===== src/hdl/datapathPkg.sv =====
package datapathPkg;

    // the instruction format fixes the word width
    localparam int dataWidth = 32;

    typedef logic [dataWidth-1:0]   word_t;
    typedef logic [2*dataWidth-1:0] wideWord_t;

    // one instruction word, read as register fields or as an immediate
    typedef union packed {
        struct packed {
            logic [4:0]  opcode;
            logic [3:0]  ra;
            logic [3:0]  rb;
            logic [3:0]  rc;
            logic [14:0] unused;
        } rFormat;
        struct packed {
            logic [4:0]  opcode;
            logic [3:0]  ra;
            logic [3:0]  rb;
            logic [18:0] constant;
        } iFormat;
    } instrWord_t;

    typedef enum logic [4:0] {
        busR0, busR1, busR2, busR3, busR4, busR5, busR6, busR7,
        busR8, busR9, busR10, busR11, busR12, busR13, busR14, busR15,
        busHi, busLo, busZHigh, busZLow, busPc, busMdr, busInPort, busConst
    } busCode_t;

    typedef enum logic [3:0] {
        opAdd, opSub, opAnd, opOr, opShr, opShra,
        opShl, opRor, opRol, opMul, opNeg, opNot
    } aluOp_t;

endpackage

===== src/hdl/datapathTop.sv =====
module datapathTop #(
    parameter int regCount = 16
) (
    input  logic                clock,
    input  logic                reset,
    input  logic                rIn,
    input  logic                hiIn,
    input  logic                loIn,
    input  logic                yIn,
    input  logic                zIn,
    input  logic                pcIn,
    input  logic                mdrIn,
    input  logic                irIn,
    input  logic                read,
    input  logic                gra,
    input  logic                grb,
    input  logic                grc,
    input  logic                rOut,
    input  logic                hiOut,
    input  logic                loOut,
    input  logic                zHighOut,
    input  logic                zLowOut,
    input  logic                pcOut,
    input  logic                mdrOut,
    input  logic                inPortOut,
    input  logic                cOut,
    input  datapathPkg::aluOp_t aluOp,
    input  datapathPkg::word_t  memDataIn,
    input  datapathPkg::word_t  inPortData,
    input  logic                inPortStrobe,
    output datapathPkg::word_t  busData
);

    datapathPkg::instrWord_t irWord;
    datapathPkg::wideWord_t  aluResult;
    datapathPkg::word_t      regWord;
    datapathPkg::word_t      hiWord;
    datapathPkg::word_t      loWord;
    datapathPkg::word_t      zHighWord;
    datapathPkg::word_t      zLowWord;
    datapathPkg::word_t      pcWord;
    datapathPkg::word_t      mdrWord;
    datapathPkg::word_t      inPortWord;
    datapathPkg::word_t      yWord;
    datapathPkg::word_t      constWord;
    logic                    regDrive;

    registerFile #(
        .regCount (regCount)
    ) i_registerFile (
        .clock    (clock),
        .reset    (reset),
        .rIn      (rIn),
        .rOut     (rOut),
        .gra      (gra),
        .grb      (grb),
        .grc      (grc),
        .irWord   (irWord),
        .busWord  (busData),
        .regWord  (regWord),
        .regDrive (regDrive)
    );

    specialRegisters i_specialRegisters (
        .clock        (clock),
        .reset        (reset),
        .hiIn         (hiIn),
        .loIn         (loIn),
        .yIn          (yIn),
        .zIn          (zIn),
        .pcIn         (pcIn),
        .mdrIn        (mdrIn),
        .irIn         (irIn),
        .read         (read),
        .inPortStrobe (inPortStrobe),
        .busWord      (busData),
        .memDataIn    (memDataIn),
        .inPortData   (inPortData),
        .aluResult    (aluResult),
        .hiWord       (hiWord),
        .loWord       (loWord),
        .zHighWord    (zHighWord),
        .zLowWord     (zLowWord),
        .pcWord       (pcWord),
        .mdrWord      (mdrWord),
        .inPortWord   (inPortWord),
        .yWord        (yWord),
        .constWord    (constWord),
        .irWord       (irWord)
    );

    arithmeticUnit i_arithmeticUnit (
        .aluOp     (aluOp),
        .yWord     (yWord),
        .busWord   (busData),
        .aluResult (aluResult)
    );

    busMultiplexer i_busMultiplexer (
        .cOut       (cOut),
        .inPortOut  (inPortOut),
        .mdrOut     (mdrOut),
        .pcOut      (pcOut),
        .zLowOut    (zLowOut),
        .zHighOut   (zHighOut),
        .loOut      (loOut),
        .hiOut      (hiOut),
        .regDrive   (regDrive),
        .regWord    (regWord),
        .hiWord     (hiWord),
        .loWord     (loWord),
        .zHighWord  (zHighWord),
        .zLowWord   (zLowWord),
        .pcWord     (pcWord),
        .mdrWord    (mdrWord),
        .inPortWord (inPortWord),
        .constWord  (constWord),
        .busWord    (busData)
    );

endmodule


===== src/hdl/busMultiplexer.sv =====
module busMultiplexer (
    input  logic               cOut,
    input  logic               inPortOut,
    input  logic               mdrOut,
    input  logic               pcOut,
    input  logic               zLowOut,
    input  logic               zHighOut,
    input  logic               loOut,
    input  logic               hiOut,
    input  logic               regDrive,
    input  datapathPkg::word_t regWord,
    input  datapathPkg::word_t hiWord,
    input  datapathPkg::word_t loWord,
    input  datapathPkg::word_t zHighWord,
    input  datapathPkg::word_t zLowWord,
    input  datapathPkg::word_t pcWord,
    input  datapathPkg::word_t mdrWord,
    input  datapathPkg::word_t inPortWord,
    input  datapathPkg::word_t constWord,
    output datapathPkg::word_t busWord
);

    datapathPkg::busCode_t busCode;

    // ~~~~~~~~~~~~~~~~~~~~~~~~~~~~~~~~~~~~~~~~~~~~~~~~~~~~~~~~~~~~
    // priority encoder, higher code wins
    // ~~~~~~~~~~~~~~~~~~~~~~~~~~~~~~~~~~~~~~~~~~~~~~~~~~~~~~~~~~~~

    // the register file has already picked its register, so one code stands for all of them
    always_comb
    begin
        if (cOut)
            busCode = datapathPkg::busConst;
        else if (inPortOut)
            busCode = datapathPkg::busInPort;
        else if (mdrOut)
            busCode = datapathPkg::busMdr;
        else if (pcOut)
            busCode = datapathPkg::busPc;
        else if (zLowOut)
            busCode = datapathPkg::busZLow;
        else if (zHighOut)
            busCode = datapathPkg::busZHigh;
        else if (loOut)
            busCode = datapathPkg::busLo;
        else if (hiOut)
            busCode = datapathPkg::busHi;
        else if (regDrive)
            busCode = datapathPkg::busR0;
        else
            busCode = datapathPkg::busConst;
    end

    // ~~~~~~~~~~~~~~~~~~~~~~~~~~~~~~~~~~~~~~~~~~~~~~~~~~~~~~~~~~~~
    // word selector
    // ~~~~~~~~~~~~~~~~~~~~~~~~~~~~~~~~~~~~~~~~~~~~~~~~~~~~~~~~~~~~

    always_comb
    begin
        case (busCode)
            datapathPkg::busR0:     busWord = regWord;
            datapathPkg::busHi:     busWord = hiWord;
            datapathPkg::busLo:     busWord = loWord;
            datapathPkg::busZHigh:  busWord = zHighWord;
            datapathPkg::busZLow:   busWord = zLowWord;
            datapathPkg::busPc:     busWord = pcWord;
            datapathPkg::busMdr:    busWord = mdrWord;
            datapathPkg::busInPort: busWord = inPortWord;
            default:                busWord = constWord;
        endcase
    end

endmodule


===== src/hdl/arithmeticUnit.sv =====
module arithmeticUnit (
    input  datapathPkg::aluOp_t     aluOp,
    input  datapathPkg::word_t      yWord,
    input  datapathPkg::word_t      busWord,
    output datapathPkg::wideWord_t  aluResult
);

    logic [4:0]             shiftAmount;
    logic signed [63:0]     product;
    logic [63:0]            rotateRight;
    logic [63:0]            rotateLeft;
    datapathPkg::word_t     shortResult;

    assign shiftAmount = busWord[4:0];

    // both operands are signed, so they extend to 64 bits before the multiply
    assign product = $signed(yWord) * $signed(busWord);

    // rotating a doubled word leaves the wrapped bits in the wanted half
    assign rotateRight = {yWord, yWord} >> shiftAmount;
    assign rotateLeft  = {yWord, yWord} << shiftAmount;

    always_comb
    begin
        case (aluOp)
            datapathPkg::opAdd:
                shortResult = yWord + busWord;
            datapathPkg::opSub:
                shortResult = yWord - busWord;
            datapathPkg::opAnd:
                shortResult = yWord & busWord;
            datapathPkg::opOr:
                shortResult = yWord | busWord;
            datapathPkg::opShr:
                shortResult = yWord >> shiftAmount;
            datapathPkg::opShra:
                shortResult = $signed(yWord) >>> shiftAmount;
            datapathPkg::opShl:
                shortResult = yWord << shiftAmount;
            datapathPkg::opRor:
                shortResult = rotateRight[31:0];
            datapathPkg::opRol:
                shortResult = rotateLeft[63:32];
            datapathPkg::opNeg:
                shortResult = -busWord;
            datapathPkg::opNot:
                shortResult = ~busWord;
            default:
                shortResult = '0;
        endcase
    end

    // only mul fills the upper half with real data
    always_comb
    begin
        if (aluOp == datapathPkg::opMul)
            aluResult = product;
        else
            aluResult = {{32{shortResult[31]}}, shortResult};
    end

endmodule


===== src/hdl/specialRegisters.sv =====
module specialRegisters (
    input  logic                    clock,
    input  logic                    reset,
    input  logic                    hiIn,
    input  logic                    loIn,
    input  logic                    yIn,
    input  logic                    zIn,
    input  logic                    pcIn,
    input  logic                    mdrIn,
    input  logic                    irIn,
    input  logic                    read,
    input  logic                    inPortStrobe,
    input  datapathPkg::word_t      busWord,
    input  datapathPkg::word_t      memDataIn,
    input  datapathPkg::word_t      inPortData,
    input  datapathPkg::wideWord_t  aluResult,
    output datapathPkg::word_t      hiWord,
    output datapathPkg::word_t      loWord,
    output datapathPkg::word_t      zHighWord,
    output datapathPkg::word_t      zLowWord,
    output datapathPkg::word_t      pcWord,
    output datapathPkg::word_t      mdrWord,
    output datapathPkg::word_t      inPortWord,
    output datapathPkg::word_t      yWord,
    output datapathPkg::word_t      constWord,
    output datapathPkg::instrWord_t irWord
);

    datapathPkg::wideWord_t zReg;
    logic [18:0]            constField;

    // ~~~~~~~~~~~~~~~~~~~~~~~~~~~~~~~~~~~~~~~~~~~~~~~~~~~~~~~~~~~~
    // bus-loaded registers
    // ~~~~~~~~~~~~~~~~~~~~~~~~~~~~~~~~~~~~~~~~~~~~~~~~~~~~~~~~~~~~

    always_ff @(posedge clock)
    begin
        if (reset)
        begin
            hiWord <= '0;
            loWord <= '0;
            yWord  <= '0;
            pcWord <= '0;
            irWord <= '0;
        end
        else
        begin
            if (hiIn)
                hiWord <= busWord;
            if (loIn)
                loWord <= busWord;
            if (yIn)
                yWord <= busWord;
            if (pcIn)
                pcWord <= busWord;
            if (irIn)
                irWord <= busWord;
        end
    end

    // Z takes the full 64-bit unit result; MDR prefers memory over the bus
    always_ff @(posedge clock)
    begin
        if (reset)
        begin
            zReg       <= '0;
            mdrWord    <= '0;
            inPortWord <= '0;
        end
        else
        begin
            if (zIn)
                zReg <= aluResult;
            if (read)
                mdrWord <= memDataIn;
            else if (mdrIn)
                mdrWord <= busWord;
            if (inPortStrobe)
                inPortWord <= inPortData;
        end
    end

    assign zHighWord = zReg[63:32];
    assign zLowWord  = zReg[31:0];

    assign constField = irWord.iFormat.constant;
    assign constWord  = {{13{constField[18]}}, constField};

endmodule


===== src/hdl/registerFile.sv =====
module registerFile #(
    parameter int regCount = 16
) (
    input  logic                   clock,
    input  logic                   reset,
    input  logic                   rIn,
    input  logic                   rOut,
    input  logic                   gra,
    input  logic                   grb,
    input  logic                   grc,
    input  datapathPkg::instrWord_t irWord,
    input  datapathPkg::word_t     busWord,
    output datapathPkg::word_t     regWord,
    output logic                   regDrive
);

    localparam int indexBits = $clog2(regCount);

    datapathPkg::word_t     regBank [regCount];
    logic [3:0]             fieldIndex;
    logic [indexBits-1:0]   regIndex;
    logic                   anySelect;

    // ra wins over rb, and rb over rc
    always_comb
    begin
        if (gra)
            fieldIndex = irWord.rFormat.ra;
        else if (grb)
            fieldIndex = irWord.rFormat.rb;
        else
            fieldIndex = irWord.rFormat.rc;
    end

    assign anySelect = gra | grb | grc;
    assign regIndex  = fieldIndex[indexBits-1:0];

    always_ff @(posedge clock)
    begin
        if (reset)
        begin
            for (int i = 0; i < regCount; i++)
                regBank[i] <= '0;
        end
        else if (rIn && anySelect)
        begin
            regBank[regIndex] <= busWord;
        end
    end

    assign regWord  = regBank[regIndex];
    assign regDrive = rOut & anySelect;

endmodule


===== config.mk =====
export PLATFORM = sky130hd
export DESIGN_NAME = datapathTop
export DESIGN_NICKNAME = d
export VERILOG_FILES = /design/src/hdl/datapathPkg.sv /design/src/hdl/datapathTop.sv /design/src/hdl/busMultiplexer.sv /design/src/hdl/arithmeticUnit.sv /design/src/hdl/specialRegisters.sv /design/src/hdl/registerFile.sv
export SDC_FILE = /design/constraint.sdc
export NUM_CORES = 2
export LEC_CHECK = 0
export ABC_AREA = 1
export BUFFER_PORTS_ARGS = -buffer_cell sky130_fd_sc_hd__buf_2
export CORE_MARGIN = 1.5
export CORE_UTILIZATION = 25
export DETAILED_ROUTE_END_ITERATION = 16
export PLACE_DENSITY = 0.38
export RECOVER_POWER = 50
export SLEW_MARGIN = 20
export SYNTH_ARGS = -nofsm -noshare
export SYNTH_HDL_FRONTEND = slang
export SYNTH_SLANG_ARGS = --single-unit

===== constraint.sdc =====
create_clock -name clock -period 30.3 [get_ports clock]
set_clock_uncertainty 0.15 [all_clocks]
set_input_delay 4.545 -clock clock [delete_from_list [all_inputs] [get_ports clock]]
set_output_delay 4.545 -clock clock [all_outputs]
set_load 0.01 [all_outputs]

==> metrics.md <==
| Metric | Value |
|---|---|
| Outcome | finished, violations left |
| Violated checks | max-capacitance violations, max-slew violations |
| Post-CTS Setup Inserts | 0 |
| Synth cell types | 70 |
| Die X | 563.3 um |
| Post-Synth XOR/XNOR Area | 0.005579 |
| Slew margin rel. | -1.164 |
| Worst hold path cell count | 2 |
| Global-route wire length before repair | 554200 um |
| Initial core utilization | 0.2515 |
| Met3 Use GR | 0.03222 |
| Vias per cell | 5.063 |
| PwrDens | 131.0 nW/um^2 |
| Unrepaired setup endpoints after global routing | false |
| # rows | 205 |
| Yosys warns | 0 |
| Number of synthesized flops with an enable pin | 512 |
| Most frequent cells in the layout | nand2_1, nor2_1, inv_1, fa_1, edfxtp_1 |
| Drt drc | 0 |
| WP data required | 30780 ps |
| Final net count | 10.75k |
| Met2 usage | 0.4067 |
| Routed wire per std cell | 29.34 um |
| GR Util met1 | 0.3166 |
| Initial antenna violation count | 31 |
| Die Ht | 563.3 um |
| TritonRoute pass-1 iters | 6 |
| Total design power | 11.33 mW |
| Synth area leaders | fa_1, edfxtp_1, nand2_1 |
| Mapped Cells | 9455 |
| DP Wirelength | 287500 um |
| Worst-margin pin slew | 3246 ps |
| Setup TNS | 0 ps |
| Placeable Area | 312200 um^2 |
| Final-report hold violation count | 0 |
| TritonCTS clock tree | built |
| WL final | 396800 um |
| Multi-input logic area | 49680 um^2 |
| Final-report setup violation count | 0 |
| Tcrit/Tclk final | 0.7018 |
| Top FF cell, synth | edfxtp_1 |
| Final setup margin | 9036 ps |
| Most used routing layer | met2 |
| Crit Path Max Fanout | 45 |
| Worst-path clk slew | 60 ps |
| Placed Area | 83710 um^2 |
| P&R area growth vs syn | 10.24% |
| Final slew viol count | 1467 |
| Flops & latches, synth | 795 |
| H-tree depth | 3 |
| Crit path kind | in2reg |
| Synth Area in Compound Gates | 0.1074 |
| Arr. time, crit path | 21750 ps |
| Worst-Skew Late Latency | 760 ps |
| Number of DRC markers in iteration 0 | 6116 |
| Post-synthesis mux area share | 0 |
| Worst path most repeated cell | fa_1 |
| Adder-Cell Fraction of Synth Area | 0.3213 |
| CP max stage cell | clkbuf_1 |
| Port bufs | 123 |
| Crit end category | register |
| Most common cell after layout, fill and taps aside | nand2_1 |
| Num CTS Buffers | 95 |
| # fillers | 33.78k |
| Avg Inst Size Synth | 8.302 um^2 |
| FFs w/ async S/R, synth | 0 |
| Pre-CTS setup slack | 11810 ps |
| Maximum clock frequency | 0.04703 GHz |
| Synthesized cell area | 78500 um^2 |
| Root Driver | clkbuf_16 |
| Die area | 317400 um^2 |
| Largest net degree at the start of global routing | 86 |
| Layout cells sized above 1 | 0.06837 |
| Hold Worst Slack | 338.3 ps |
| Design Area, Final | 86530 um^2 |
| FF/Latch Area | 21050 um^2 |
| Hold buffers post-CTS | 0 |
| CP peak stage delay | 1830 ps |
| Antenna violation net count after detailed routing | 0 |
| Yosys top cell area share | 0.2765 |
| Yosys top cell by area | fa_1 |
| GRT Util Overall | 0.2477 |
| Syn Nets | 10.91k |
| IO Pins | 124 |
| Clock sinks | 795 |
| Maximum vdd drop | 160.4 uV |
| Worst Reg-to-Reg Cells | 41 |
| Largest family of logic cells by synthesized area | adder cells |
| Routability cong. | 0.9876 |
| Clock buffer depth | 3 |
| Max Cap Viol | 41 |
| Via Count | 68.48k |
| Overflow after GRT | 0 |
| Post-synthesis simple-gate area fraction | 0.1959 |
| Resized cells post-CTS | 0 |
| Sequential area share after synthesis | 0.2680 |
| P_leak | 38.13 nW |
| Hold crit path type | reg2reg |
| Vias in the first global route | 69.82k |
| Fin crit period | 21260 ps |
| Startpoint Class | primary input |
[cell families (layout without fill, tap and decap cells)]
kind of cell	after synthesis	in the layout
and+or+nand+nor	3750	3750
adders and majority gates	1365	1365
buffers and inverters	2022	1942
AOI/OAI and AO/OA	1473	1473
xor gates and xnor gates	50	50
DFF	795	795
other	0	12
[worst max-delay path, delay by kind of cell]
kind,cells,cell delay (ps)
adders and majority gates,9,5380
AOI/OAI and AO/OA,8,2480
buffers and inverters,10,5750
and+or+nand+nor,15,3480
[sequential cells by signal (all words and copies together) (netlist names)]
register                       flops
i_registerFile.regBank           512
i_specialRegisters.pcWord         32
i_specialRegisters.zReg           64
i_specialRegisters.hiWord         32
i_specialRegisters.inPortWord     32
i_specialRegisters.irWord         27
i_specialRegisters.yWord          32
i_specialRegisters.loWord         32
i_specialRegisters.mdrWord        32
[Yosys cell counts, drive strengths merged (11+ instances only)]
| master | number |
|---|---|
| nor3 | 34 |
| a31oi | 64 |
| a21oi | 425 |
| fa | 1084 |
| inv | 1390 |
| nand3b | 46 |
| o211ai | 56 |
| clkinv | 19 |
| nand2 | 1652 |
| dfxtp | 283 |
| a221oi | 19 |
| nor2 | 1423 |
| o22ai | 253 |
| a22oi | 41 |
| xnor2 | 30 |
| or2 | 32 |
| buf | 236 |
| o21bai | 11 |
| clkbuf | 377 |
| nand3 | 484 |
| o21ai | 525 |
| nand4 | 63 |
| a211oi | 13 |
| ha | 281 |
| edfxtp | 512 |
| xor2 | 20 |
[power breakdown]
group	leakage (nW)	total, mW	internal, mW	switching [mW]
Combinational	29.0	8.93	2.89	6.04
Sequential	7.68	1.26	1.22	0.0401
Clock	1.45	1.14	0.624	0.519
[worst paths after layout]
kind                                        from                        endpoint  slack, ps
setup / recovery                             gra     i_specialRegisters.zReg[61]       9040
hold / removal    i_specialRegisters.mdrWord[15]  i_specialRegisters.mdrWord[15]        340
setup reg to reg   i_specialRegisters.irWord[15]     i_specialRegisters.zReg[61]      12630
hold reg to reg   i_specialRegisters.mdrWord[15]  i_specialRegisters.mdrWord[15]        340
[per-stage QoR]
| stage | cells | utilization |
|---|---|---|
| after floorplan | 9455 | - |
| after global placement | 13340 | 0.2680 |
| after detailed placement | 13340 | 0.2682 |
| after CTS | 13520 | 0.2777 |
| after global routing | 13520 | 0.2771 |
| final | 13530 | 0.2772 |
[metal layers]
layer | routed length [um] | part of all wire | vias up
li1 | - | - | 29780
met1 | 165100 | 0.42 | 35600
met2 | 185000 | 0.47 | 2496
met3 | 22550 | 0.057 | 610
met4 | 24160 | 0.061 | 6
met5 | 40 | 0.00010 | -
[area by class of cell]
cell class / instances / share of cell area
multi-input cells: 6638 / 0.5741
flip-flops and latches: 795 / 0.2432
inverters: 1409 / 0.06125
well taps: 4140 / 0.05986
clock buffers: 134 / 0.03022
repair buffers: 357 / 0.02684
clock inverters: 42 / 0.004164
diodes: 12 / 0.0003470
Note: power is estimated with default switching activity, not from simulation.
